### src/rtl/mdu_consts.svh
`ifndef MDU_CONSTS_SVH
`define MDU_CONSTS_SVH

// Operand width, fixed by the 32-bit register map
`define MDU_WIDTH 32
// One result bit per cycle
`define MDU_STEPS 32
// AXI4-Lite byte address width
`define MDU_ADDR_W 6

// Register byte offsets
`define REG_OPA 6'h00
`define REG_OPB 6'h04
`define REG_CMD 6'h08
`define REG_STATUS 6'h0C
`define REG_HI 6'h10
`define REG_LO 6'h14

// Command op codes in CMD[1:0]
`define CMD_MULTU 2'd1
`define CMD_DIVU 2'd2

`endif
### src/rtl/mduPkg.sv
`default_nettype none

`include "mdu_consts.svh"

package mduPkg;

    // Engine select, codes match the CMD register
    typedef enum logic [1:0] {
        NONE = 2'd0,
        MULTU = `CMD_MULTU,
        DIVU = `CMD_DIVU
    } mduOpT;

    // Slave to engines, start is a one-cycle pulse
    typedef struct packed {
        logic start;
        mduOpT op;
        logic [`MDU_WIDTH-1:0] opA;
        logic [`MDU_WIDTH-1:0] opB;
    } mduCmdT;

    // Engine result, hi and lo valid with done
    typedef struct packed {
        logic done;
        logic [`MDU_WIDTH-1:0] hi;
        logic [`MDU_WIDTH-1:0] lo;
    } mduResT;

    // Status bits seen by the host
    typedef struct packed {
        logic busy;
        logic divZero;
    } mduStatusT;

endpackage

`default_nettype wire

### src/rtl/axiLitePkg.sv
`default_nettype none

`include "mdu_consts.svh"

package axiLitePkg;

    // Response codes on B and R
    typedef enum logic [1:0] {
        RESP_OKAY = 2'b00,
        RESP_EXOKAY = 2'b01,
        RESP_SLVERR = 2'b10,
        RESP_DECERR = 2'b11
    } axiRespT;

    // Everything the master drives
    typedef struct packed {
        logic awvalid;
        logic [`MDU_ADDR_W-1:0] awaddr;
        logic wvalid;
        logic [`MDU_WIDTH-1:0] wdata;
        logic bready;
        logic arvalid;
        logic [`MDU_ADDR_W-1:0] araddr;
        logic rready;
    } axiReqT;

    // Everything the slave drives
    typedef struct packed {
        logic awready;
        logic wready;
        logic bvalid;
        axiRespT bresp;
        logic arready;
        logic rvalid;
        logic [`MDU_WIDTH-1:0] rdata;
        axiRespT rresp;
    } axiRspT;

endpackage

`default_nettype wire

### src/rtl/mduTop.sv
`timescale 1ns/10ps
`default_nettype none

`include "mdu_consts.svh"

module mduTop
    import axiLitePkg::*;
    import mduPkg::*;
(
    input logic clk,
    input logic reset,
    input axiReqT axiReq,
    output axiRspT axiRsp
);

    // Command fans out to both engines and the result file
    mduCmdT cmd;
    mduResT mulRes;
    mduResT divRes;
    logic divZero;
    mduStatusT status;
    logic [`MDU_WIDTH-1:0] hi;
    logic [`MDU_WIDTH-1:0] lo;

    mduAxiSlave i_mduAxiSlave (
        .clk(clk),
        .reset(reset),
        .axiReq(axiReq),
        .axiRsp(axiRsp),
        .cmd(cmd),
        .status(status),
        .hi(hi),
        .lo(lo)
    );

    seqMultiplier i_seqMultiplier (
        .clk(clk),
        .reset(reset),
        .cmd(cmd),
        .res(mulRes)
    );

    seqDivider i_seqDivider (
        .clk(clk),
        .reset(reset),
        .cmd(cmd),
        .res(divRes),
        .divZero(divZero)
    );

    // HI/LO and status registers
    hiLoFile i_hiLoFile (
        .clk(clk),
        .reset(reset),
        .cmd(cmd),
        .mulRes(mulRes),
        .divRes(divRes),
        .divZero(divZero),
        .hi(hi),
        .lo(lo),
        .status(status)
    );

endmodule

`default_nettype wire

### src/rtl/mduAxiSlave.sv
`timescale 1ns/10ps
`default_nettype none

`include "mdu_consts.svh"

module mduAxiSlave
    import axiLitePkg::*;
    import mduPkg::*;
(
    input logic clk,
    input logic reset,
    input axiReqT axiReq,
    output axiRspT axiRsp,
    output mduCmdT cmd,
    input mduStatusT status,
    input logic [`MDU_WIDTH-1:0] hi,
    input logic [`MDU_WIDTH-1:0] lo
);

    // Write channel state, AW and W accepted together
    logic wrReadyQ;
    logic bValidQ;
    axiRespT bRespQ;
    logic wrFire;
    // Read channel state
    logic arReadyQ;
    logic rValidQ;
    logic [`MDU_WIDTH-1:0] rDataQ;
    logic [`MDU_WIDTH-1:0] rdMux;
    logic rdFire;
    // Operands and pending command
    logic [`MDU_WIDTH-1:0] opAQ;
    logic [`MDU_WIDTH-1:0] opBQ;
    logic startQ;
    mduOpT opQ;
    mduOpT wrOp;
    logic cmdWrite;
    logic cmdBusy;

    assign wrFire = wrReadyQ && axiReq.awvalid && axiReq.wvalid;
    assign rdFire = arReadyQ && axiReq.arvalid;
    assign cmdWrite = wrFire && (axiReq.awaddr == `REG_CMD);
    assign wrOp = mduOpT'(axiReq.wdata[1:0]);
    // Start cycle counts as busy, status lags it by one
    assign cmdBusy = status.busy || startQ;

    always_ff @(posedge clk) begin
        if (reset) begin
            wrReadyQ <= 1'b0;
            bValidQ <= 1'b0;
            startQ <= 1'b0;
            opQ <= NONE;
        end else begin
            startQ <= 1'b0;
            wrReadyQ <= !wrReadyQ && !bValidQ && axiReq.awvalid && axiReq.wvalid;
            if (bValidQ && axiReq.bready) begin
                bValidQ <= 1'b0;
            end
            if (wrFire) begin
                bValidQ <= 1'b1;
            end
            // Unknown op codes are dropped silently
            if (cmdWrite && !cmdBusy && ((wrOp == MULTU) || (wrOp == DIVU))) begin
                startQ <= 1'b1;
                opQ <= wrOp;
            end
        end
    end

    always_ff @(posedge clk) begin
        if (wrFire) begin
            bRespQ <= (cmdWrite && cmdBusy) ? RESP_SLVERR : RESP_OKAY;
            if (axiReq.awaddr == `REG_OPA) begin
                opAQ <= axiReq.wdata;
            end
            if (axiReq.awaddr == `REG_OPB) begin
                opBQ <= axiReq.wdata;
            end
        end
    end

    always_comb begin
        case (axiReq.araddr)
            `REG_OPA: rdMux = opAQ;
            `REG_OPB: rdMux = opBQ;
            `REG_STATUS: rdMux = {{(`MDU_WIDTH-2){1'b0}}, status.divZero, status.busy};
            `REG_HI: rdMux = hi;
            `REG_LO: rdMux = lo;
            default: rdMux = '0;
        endcase
    end

    always_ff @(posedge clk) begin
        if (reset) begin
            arReadyQ <= 1'b0;
            rValidQ <= 1'b0;
        end else begin
            arReadyQ <= !arReadyQ && !rValidQ && axiReq.arvalid;
            if (rValidQ && axiReq.rready) begin
                rValidQ <= 1'b0;
            end
            if (rdFire) begin
                rValidQ <= 1'b1;
            end
        end
    end

    // Data captured at the AR handshake
    always_ff @(posedge clk) begin
        if (rdFire) begin
            rDataQ <= rdMux;
        end
    end

    assign axiRsp.awready = wrReadyQ;
    assign axiRsp.wready = wrReadyQ;
    assign axiRsp.bvalid = bValidQ;
    assign axiRsp.bresp = bRespQ;
    assign axiRsp.arready = arReadyQ;
    assign axiRsp.rvalid = rValidQ;
    assign axiRsp.rdata = rDataQ;
    assign axiRsp.rresp = RESP_OKAY;

    assign cmd.start = startQ;
    assign cmd.op = opQ;
    assign cmd.opA = opAQ;
    assign cmd.opB = opBQ;

    // B response held across master back-pressure
    bvalidHeld: assert property (@(posedge clk) disable iff (reset)
        bValidQ && !axiReq.bready |=> bValidQ);

endmodule

`default_nettype wire

### src/rtl/hiLoFile.sv
`timescale 1ns/10ps
`default_nettype none

`include "mdu_consts.svh"

module hiLoFile
    import mduPkg::*;
(
    input logic clk,
    input logic reset,
    input mduCmdT cmd,
    input mduResT mulRes,
    input mduResT divRes,
    input logic divZero,
    output logic [`MDU_WIDTH-1:0] hi,
    output logic [`MDU_WIDTH-1:0] lo,
    output mduStatusT status
);

    logic busyQ;
    logic divZeroQ;
    logic engineStart;

    // Zero-divisor DIVU is accepted but never runs
    assign engineStart = cmd.start && ((cmd.op == MULTU) || ((cmd.op == DIVU) && !divZero));

    always_ff @(posedge clk) begin
        if (reset) begin
            busyQ <= 1'b0;
            divZeroQ <= 1'b0;
        end else begin
            if (engineStart) begin
                busyQ <= 1'b1;
            end else if (mulRes.done || divRes.done) begin
                busyQ <= 1'b0;
            end
            // Any new command replaces the old flag
            if (cmd.start) begin
                divZeroQ <= divZero;
            end
        end
    end

    always_ff @(posedge clk) begin
        if (reset) begin
            hi <= '0;
            lo <= '0;
        end else if (mulRes.done) begin
            hi <= mulRes.hi;
            lo <= mulRes.lo;
        end else if (divRes.done) begin
            hi <= divRes.hi;
            lo <= divRes.lo;
        end
    end

    assign status.busy = busyQ;
    assign status.divZero = divZeroQ;

    // Only one engine runs at a time
    singleDone: assert property (@(posedge clk) disable iff (reset)
        !(mulRes.done && divRes.done));

endmodule

`default_nettype wire

### src/rtl/seqMultiplier.sv
`timescale 1ns/10ps
`default_nettype none

`include "mdu_consts.svh"

module seqMultiplier
    import mduPkg::*;
(
    input logic clk,
    input logic reset,
    input mduCmdT cmd,
    output mduResT res
);

    localparam int CntW = $clog2(`MDU_STEPS);
    localparam int LastStep = `MDU_STEPS - 1;

    logic running;
    logic [CntW-1:0] stepCnt;
    logic startMul;
    logic lastStep;
    // Multiplicand moves left, multiplier moves right
    logic [2*`MDU_WIDTH-1:0] mcandQ;
    logic [`MDU_WIDTH-1:0] mplrQ;
    logic [2*`MDU_WIDTH-1:0] accQ;
    logic [2*`MDU_WIDTH-1:0] accNext;

    assign startMul = cmd.start && (cmd.op == MULTU);
    assign lastStep = running && (stepCnt == CntW'(LastStep));

    // Partial product only when the current multiplier bit is set
    assign accNext = mplrQ[0] ? (accQ + mcandQ) : accQ;

    always_ff @(posedge clk) begin
        if (reset) begin
            running <= 1'b0;
            stepCnt <= '0;
        end else if (startMul) begin
            running <= 1'b1;
            stepCnt <= '0;
        end else if (running) begin
            stepCnt <= stepCnt + 1'b1;
            if (lastStep) begin
                running <= 1'b0;
            end
        end
    end

    always_ff @(posedge clk) begin
        if (startMul) begin
            mcandQ <= {{`MDU_WIDTH{1'b0}}, cmd.opA};
            mplrQ <= cmd.opB;
            accQ <= '0;
        end else if (running) begin
            mcandQ <= {mcandQ[2*`MDU_WIDTH-2:0], 1'b0};
            mplrQ <= {1'b0, mplrQ[`MDU_WIDTH-1:1]};
            accQ <= accNext;
        end
    end

    assign res.done = lastStep;
    assign res.hi = accNext[2*`MDU_WIDTH-1:`MDU_WIDTH];
    assign res.lo = accNext[`MDU_WIDTH-1:0];

    // Done lands exactly one run length after the start pulse
    doneOnlyRunning: assert property (@(posedge clk) disable iff (reset)
        res.done |-> running && $past(startMul, `MDU_STEPS));

endmodule

`default_nettype wire

### src/rtl/seqDivider.sv
`timescale 1ns/10ps
`default_nettype none

`include "mdu_consts.svh"

module seqDivider
    import mduPkg::*;
(
    input logic clk,
    input logic reset,
    input mduCmdT cmd,
    output mduResT res,
    output logic divZero
);

    localparam int CntW = $clog2(`MDU_STEPS);
    localparam int LastStep = `MDU_STEPS - 1;

    logic running;
    logic [CntW-1:0] stepCnt;
    logic startDiv;
    logic lastStep;
    // Datapath registers
    logic [`MDU_WIDTH-1:0] numQ;
    logic [`MDU_WIDTH-1:0] denQ;
    logic [`MDU_WIDTH-1:0] remQ;
    logic [`MDU_WIDTH-1:0] quoQ;
    // One step of the restoring division
    logic [`MDU_WIDTH:0] remShift;
    logic remGeDen;
    logic [`MDU_WIDTH-1:0] remNext;
    logic [`MDU_WIDTH-1:0] quoNext;

    assign startDiv = cmd.start && (cmd.op == DIVU);
    // Zero divisor never starts the engine
    assign divZero = startDiv && (cmd.opB == '0);
    assign lastStep = running && (stepCnt == CntW'(LastStep));

    // Bring down the next numerator bit, MSB first
    assign remShift = {remQ, numQ[`MDU_WIDTH-1]};
    assign remGeDen = (remShift >= {1'b0, denQ});
    // Difference fits in the width because remainder stays below divisor
    assign remNext = remGeDen ? `MDU_WIDTH'(remShift - {1'b0, denQ})
                              : remShift[`MDU_WIDTH-1:0];
    assign quoNext = {quoQ[`MDU_WIDTH-2:0], remGeDen};

    always_ff @(posedge clk) begin
        if (reset) begin
            running <= 1'b0;
            stepCnt <= '0;
        end else if (startDiv && !divZero) begin
            running <= 1'b1;
            stepCnt <= '0;
        end else if (running) begin
            stepCnt <= stepCnt + 1'b1;
            if (lastStep) begin
                running <= 1'b0;
            end
        end
    end

    always_ff @(posedge clk) begin
        if (startDiv && !divZero) begin
            numQ <= cmd.opA;
            denQ <= cmd.opB;
            remQ <= '0;
            quoQ <= '0;
        end else if (running) begin
            numQ <= {numQ[`MDU_WIDTH-2:0], 1'b0};
            remQ <= remNext;
            quoQ <= quoNext;
        end
    end

    // Last step result goes straight out, latched by the HI/LO file
    assign res.done = lastStep;
    assign res.hi = remNext;
    assign res.lo = quoNext;

    // Slave must hold off commands until the previous divide retires
    startWhileRunning: assert property (@(posedge clk) disable iff (reset)
        startDiv |-> !running);

endmodule

`default_nettype wire

### config.mk
export PLATFORM = sky130hd
export DESIGN_NAME = mduTop
export DESIGN_NICKNAME = d
export VERILOG_FILES = /design/src/rtl/mduPkg.sv /design/src/rtl/axiLitePkg.sv /design/src/rtl/mduTop.sv /design/src/rtl/mduAxiSlave.sv /design/src/rtl/hiLoFile.sv /design/src/rtl/seqMultiplier.sv /design/src/rtl/seqDivider.sv
export VERILOG_INCLUDE_DIRS = /design/src /design/src/rtl
export SDC_FILE = /design/constraint.sdc
export NUM_CORES = 1
export LEC_CHECK = 0
export CAP_MARGIN = 10
export CORE_ASPECT_RATIO = 1.2
export CORE_UTILIZATION = 55
export CTS_CLUSTER_DIAMETER = 200
export DETAILED_ROUTE_END_ITERATION = 12
export DONT_BUFFER_PORTS = 1
export GPL_ROUTABILITY_DRIVEN = 0
export MAX_ROUTING_LAYER = met4
export PLACE_DENSITY_LB_ADDON = 0.25
export SLEW_MARGIN = 20
export SYNTH_ARGS = -nofsm -noshare
export SYNTH_HDL_FRONTEND = slang
export SYNTH_SLANG_ARGS = --single-unit
### constraint.sdc
create_clock -name clk -period 5.81 [get_ports clk]
set_input_delay 1.162 -clock clk [delete_from_list [all_inputs] [get_ports clk]]
set_output_delay 1.162 -clock clk [all_outputs]
set_load 0.02 [all_outputs]
## Word-level counts from Yosys, hierarchy flattened

Index checks and enable logic that the tools add are counted.

| operators by class | value |
|---|---|
| add/sub/neg operators | 4 |
| order comparisons | 1 |
| eq/ne operators | 12 |
| muxes and demuxes | 27 |
| reduce and logical (&&, ||, !) cells | 45 |

Operators with widths:

| cell | number |
|---|---|
| 2-to-1 mux 32 bit | 11 |
| case mux 32 bit (5 select lines) | 1 |
| adder 64 bit | 1 |
| 2-to-1 mux 64 bit | 1 |
| >= comparator 33 x 32 -> 1 bit | 1 |
| zero test 32 bit | 1 |
| subtractor 32 bit | 1 |
| logical AND 1 bit | 22 |
| 2-to-1 mux 1 bit | 13 |
| equality test 6 x 3 -> 1 bit (second input constant) | 2 |
| equality test 6 x 4 -> 1 bit (second input constant) | 2 |
| equality test 6 x 5 -> 1 bit (second input constant) | 2 |
| zero test 6 bit | 2 |
| nonzero test 2 bit | 6 |
| adder 5 x 1 -> 5 bit (second input constant) | 2 |
| equality test 5 bit (second input constant) | 2 |
| zero test 1 bit | 6 |
| equality test 2 x 1 -> 1 bit (second input constant) | 2 |
| equality test 2 bit (second input constant) | 2 |
| logical OR 1 bit | 4 |
| AND reduction 2 bit | 2 |
| OR reduction 2 bit | 2 |
| 2-to-1 mux 2 bit | 1 |

| word-level totals | value |
|---|---|
| bits in registers | 470 |

## Longest topological paths before layout

| logic depth | value |
|---|---|
| depth after elaboration | 8 |
| mapped depth | 15 |
| mapped depth without buffers | 13 |

## By module

From an unflattened synthesis, not the netlist that was laid out.

| second synthesis, totals | value |
|---|---|
| cell total of the unflattened synthesis | 2,785 |
| area total of the unflattened synthesis | 26,256.4 µm² |

By module, submodules not included:

| module | times used | cells each | area an instance (µm²) | seq. area each (µm²) |
|---|---|---|---|---|
| seqMultiplier | 1 | 1,291 | 10,882.9 | 3,963.8 |
| seqDivider | 1 | 763 | 7,534.7 | 3,303.2 |
| mduAxiSlave | 1 | 371 | 4,685.7 | 3,052.9 |
| hiLoFile | 1 | 360 | 3,153.0 | 1,321.3 |

## Worst setup path after synthesis

OpenSTA, ideal clock, no wires.

| path | value |
|---|---|
| path kind | input-to-reg |
| start | input port axiReq[43] (netlist bit) |
| end | register i_mduAxiSlave.opBQ[0] (enable) |
| library setup time | 468 ps |
| arrival | 4,004 ps |
| data required time | 5,342 ps |
| path slack | 1,338 ps |
| stages on the path | 3 |
| buffers on the path | 0 |
| cell sequence | nor4_1 -> nand2_1 -> nor3b_1 |

| between the ends | value |
|---|---|
| cells in the longest elaborated chain, start to end | 2 |

RTL lines:

| element | RTL line | text |
|---|---|---|
| start, declared | mduTop.sv:12 | `input axiReqT axiReq,` |
| equality test 6 x 3 -> 1 bit (no source line) | -- |  |
| AND reduction 2 bit (no source line) | -- |  |
| end signal, assigned | mduAxiSlave.sv:77 | `opBQ <= axiReq.wdata;` |
| end, declared | mduAxiSlave.sv:33 | `` logic [`MDU_WIDTH-1:0] opBQ; `` |

Every way passes these cells.
A chain may end at the register's enable or synchronous reset.

## Worst setup path in the final report

| path | value |
|---|---|
| start | register i_seqMultiplier.mcandQ[0] |
| end | register i_hiLoFile.hi[8] |

| between the ends | value |
|---|---|
| cells in the longest elaborated chain, start to end | 3 |

RTL lines:

| element | RTL line | text |
|---|---|---|
| start, declared | seqMultiplier.sv:23 | `` logic [2*`MDU_WIDTH-1:0] mcandQ; `` |
| start signal, assigned | seqMultiplier.sv:51 | `` mcandQ <= {{`MDU_WIDTH{1'b0}}, cmd.opA}; `` |
| start signal, assigned | seqMultiplier.sv:55 | `` mcandQ <= {mcandQ[2*`MDU_WIDTH-2:0], 1'b0}; `` |
| adder 64 bit | seqMultiplier.sv:32 | `assign accNext = mplrQ[0] ? (accQ + mcandQ) : accQ;` |
| 2-to-1 mux 64 bit | seqMultiplier.sv:32 |  |
| 2-to-1 mux 32 bit | hiLoFile.sv:48 | `end else if (mulRes.done) begin` |
| end signal, assigned | hiLoFile.sv:49 | `hi <= mulRes.hi;` |
| end signal, assigned | hiLoFile.sv:52 | `hi <= divRes.hi;` |
| end, declared | hiLoFile.sv:15 | `` output logic [`MDU_WIDTH-1:0] hi, `` |

Every way passes these cells.

==> summary.md <==
| Metric | Value |
|---|---|
| Status | `completed` |
| Via Count | `19930` |
| Number of flops mapped to enable cells by yosys | `between 200 and 250` |
| Post-synthesis cell area | `around 25000 um^2` |
| Finished Cell Area | `between 20000 and 30000 um^2` |
| Hold depth | `2` |
| Logic pwr share | `0.133` |
| Filler cells | `3661` |
| Sequential Power Share | `0.462` |
| Crit-path max FO | `5` |
| Mean post-synth cell area | `~9.6 um^2` |
| # Post-CTS Setup Buffers | `0` |
| Critical-path cell list | `ha_1 -> fa_1 -> a211oi_1 -> o21ai_1 -> a41o_1 -> or2_2 -> a21boi_1 -> o31ai_1 -> a21oi_1 -> xnor2_1 -> mux2i_1 -> o22ai_1` |
| Clk slew on worst S/H paths | `60 ps` |
| Sequential share of the synthesized area | `0.4710` |
| Initial DRC count | `1876` |
| TritonCTS Buffers | `47` |
| Number of synthesized register bits | `roughly 470` |
| Clock buffer depth | `3` |
| Hold Vio Cnt, Final | `0` |
| Drt wl/cell | `about 24 um` |
| First-pass GRT wire length | `112.8 mm` |
| Fin crit share | `0.7235` |
| Dpl cell area | `between 20000 and 25000 um^2` |
| Largest area contributor in the netlist | `edfxtp_1` |
| Chip Height | `roughly 230 um` |
| WS Path Type | `register to register` |
| Post-Syn Instances | `about 2600` |
| PD cells | `295.3 nW/um^2` |
| Clk_skew | `~40 ps` |
| Int Pwr | `around 5.7 mW` |
| Total power | `7.851 mW` |
| Clock power share | `0.405` |
| Num rows | `84` |
| DIE AREA | `approximately 46000 um^2` |
| Startpoint types | `register` |
| Slowest-stage cell, CP | `a21boi_1` |
| Worst hold start | `i_seqMultiplier.accQ[54]$_SDFFE_PP0P_` |
| GR Overflow Total | `0` |
| RSZ-0062 raised after global routing | `no` |
| Dpl hpwl | `54.55 mm` |
| P_sw | `between 2 and 2.5 mW` |
| Peak supply drop | `~260 uV` |
| Worst hold path type | `register to register` |
| Post-CTS Resized | `0` |
| CP Data Required Time | `6260 ps` |
| Core Region | `between 40000 and 50000 um^2` |
| Clock insertion delay at the later pin of the skew report | `about 630 ps` |
| Worst-Margin Slew | `roughly 1200 ps` |
| DRT Wirelength | `75.55 mm` |
| Area overhead of the layout relative to synthesis | `7.568%` |
| Synth warnings | `0` |
| H-tree levels | `2` |
| Worst-case hold path end point | `i_seqMultiplier.accQ[54]$_SDFFE_PP0P_` |
| Top-area cell type share of the netlist area | `0.2734` |
| Chip width | `195.5 um` |
| CTS tree | `built` |
| Fmax | `~240 MHz` |
| Critical path endpoint category | `register` |
| CP max stage delay | `around 490 ps` |
| Asr flop ratio synth | `0` |
| Synth cell types | `between 90 and 100` |
| Max-cap violations | `0` |
| Via density | `6.457` |
| Hold Buf Count CTS | `0` |
| Top FF cell, synth | `dfxtp_1` |
| Initial antenna violation count | `1` |
| # IOs | `slightly above 90` |
| Input/output buffers | `0` |
| Nets@finish | `2640` |
| Sw Ratio | `0.2679` |
| Synth top area cells | `edfxtp_1, dfxtp_1, mux2i_1, nand2_1, ha_1` |
| Arr. time, crit path | `roughly 4700 ps` |
| DR pass1 iterations | `6` |
| Fraction of layout cells with a size suffix above 1 | `0.07361` |
| Tot GR Track Use | `0.3362` |
| Reg-to-reg setup timing slack | `1610 ps` |
| Max_slew headroom | `0.2081` |
| Cell total after placement | `~3000` |
| Largest net degree at the start of global routing | `132` |
| Routed Antenna Nets | `0` |
| Vias in the first global route | `approximately 19000` |
| P_leak | `10.29 nW` |
| Finish-stage setup viols | `0` |
| Root Buffer | `clkbuf_16` |
| Clock sinks | `approximately 470` |
| Min Tclk post-route | `4204 ps` |
| R2r worst-path depth | `12` |
| Reg-to-reg endpoint | `i_hiLoFile.hi[8]$_SDFFE_PP0P_` |
| Setup_tns | `0 ps` |
| RR Startpoint | `i_seqMultiplier.mcandQ[0]$_SDFFCE_PN0P_` |
| # DRC | `0` |
| Fin cells | `roughly 3100` |
| Initial Util | `0.5612` |
| Max Slew Vio Count | `0` |
## sequential cells by signal, indices dropped and copies added, names as in the netlist, 2 cells and up
register	count
i_mduAxiSlave.rDataQ	32
i_hiLoFile.lo	32
i_seqDivider.stepCnt	5
i_mduAxiSlave.opBQ	32
i_seqMultiplier.stepCnt	5
i_mduAxiSlave.opQ	2
i_seqMultiplier.accQ	64
i_seqDivider.numQ	32
i_hiLoFile.hi	32
i_mduAxiSlave.opAQ	32
i_seqDivider.quoQ	31
i_seqDivider.denQ	32
i_seqMultiplier.mcandQ	64
i_seqDivider.remQ	32
i_seqMultiplier.mplrQ	32
## power by group through the flow
stage	clock (mW)	sequential, mW	combinational, mW
floorplan	0	3.66	0.810
global placement	0	3.69	0.989
detailed placement	0	3.69	1.00
CTS	3.20	3.62	1.01
global route	3.33	3.63	1.13
finish	3.18	3.63	1.04
## worst max path at each step
| stage | startpoint | endpoint | slack [ps] | cells after the start |
|---|---|---|---|---|
| floorplan | axiReq[43] | i_mduAxiSlave.opBQ[0]$_DFFE_PP_ | 1340 | 3 |
| global placement | i_seqMultiplier.mcandQ[0]$_SDFFCE_PN0P_ | i_seqMultiplier.accQ[40]$_SDFFE_PP0P_ | 1750 | 12 |
| detailed placement | i_seqMultiplier.mcandQ[0]$_SDFFCE_PN0P_ | i_seqMultiplier.accQ[40]$_SDFFE_PP0P_ | 1770 | 12 |
| CTS | i_seqMultiplier.mcandQ[0]$_SDFFCE_PN0P_ | i_seqMultiplier.accQ[40]$_SDFFE_PP0P_ | 1700 | 12 |
| global route | i_seqDivider.denQ[14]$_DFFE_PP_ | i_hiLoFile.hi[11]$_SDFFE_PP0P_ | 1430 | 12 |
| finish | i_seqMultiplier.mcandQ[0]$_SDFFCE_PN0P_ | i_hiLoFile.hi[8]$_SDFFE_PP0P_ | 1610 | 12 |
## cells by family (layout without fill, tap and decap cells)
logic type / Yosys count / after routing / synth area share
AOI/OAI and AO/OA: 598 / 598 / 0.1563
xor gates and xnor gates: 92 / 92 / 0.03260
adders and majority gates: 101 / 101 / 0.05174
buffers and inverters: 221 / 169 / 0.03675
DFF: 469 / 469 / 0.4710
muxes: 238 / 238 / 0.09831
other: 1 / 4 / 0.0001517
and+or+nand+nor: 857 / 857 / 0.1531
## Yosys cell counts (5+ instances only)
master    count
buf_2         7
nor4_1       15
nand4_1      29
buf_1        17
xnor2_1      55
nor3_1       37
dfxtp_1     244
mux2i_1     203
o21bai_1     14
nand2_1     396
a31o_2        9
mux2_2       34
a21oi_1     182
ha_1         99
nand3_1      25
clkbuf_1    125
xor2_1       37
inv_1        55
a311oi_1     14
o21ai_1       5
o21a_1       18
edfxtp_1    225
o22ai_1      42
and2_1       10
o31ai_1       8
a31oi_1      14
nand2b_1     11
buf_4        11
o21ai_0      99
a211oi_1     89
a21o_1       41
nor2_1      238
nor2b_1      19
and4_1        7
o211ai_1     11
or3_1        10
and3_1       30
## final cells by class
class / instances / area, um^2 / area share
clock inverters: 23 / 260.3 / 0.009789
multi-input cells: 1889 / 12220 / 0.4596
clock buffers: 65 / 1345 / 0.05059
well taps: 559 / 699.4 / 0.02631
repair buffers: 25 / 200.2 / 0.007530
diodes: 1 / 2.502 / 0.00009413
inverters: 56 / 210.2 / 0.007907
flip-flops and latches: 469 / 11650 / 0.4382
## worst max-delay path: cells and delay by family (launching register included)
kind / cells / cell delay (ps)
compound gates: 7 / 2050
fa+ha+maj: 2 / 670
mux: 1 / 450
flops: 1 / 420
simple gates: 1 / 320
xor+xnor: 1 / 110
## layer usage
layer,GRT usage,part of all wire
met4,0.2032,0.068
met1,0.4108,0.39
met3,0.06199,0.088
met5,-,0
met2,0.5198,0.46
## placed cells by master (no fill, tap or decap), types with 9 or more instances in the layout
cell type / synthesis / final
nor4_1: 15 / 15
a311oi_1: 14 / 14
dfxtp_1: 244 / 242
clkinv_2: 0 / 15
inv_1: 55 / 55
mux2i_1: 203 / 203
nor3_1: 37 / 36
o21a_1: 18 / 18
o211ai_1: 11 / 11
xor2_1: 37 / 37
clkbuf_16: 0 / 48
buf_4: 11 / 24
a21o_1: 41 / 41
a211oi_1: 89 / 89
edfxtp_1: 225 / 225
or3_1: 10 / 10
a21oi_1: 182 / 182
o21bai_1: 14 / 14
o22ai_1: 42 / 42
ha_1: 99 / 99
a31oi_1: 14 / 14
nand4_1: 29 / 29
nand2_1: 396 / 393
a31o_2: 9 / 9
clkbuf_1: 125 / 9
nor2_1: 238 / 237
nor2b_1: 19 / 19
mux2_2: 34 / 34
nand2b_1: 11 / 11
xnor2_1: 55 / 55
nand3_1: 25 / 25
o21ai_0: 99 / 99
and3_1: 30 / 30
## per-stage QoR
step                      setup WS [ps]    util  hold slack, ps
after floorplan                    1338       -           417.8
after global placement             1755  0.5671           459.1
after detailed placement           1772  0.5671           469.5
after CTS                          1704  0.6035           479.7
after global routing               1435  0.6037           496.4
final                              1606  0.6037           479.4
Power figures use the tool's default switching activity.
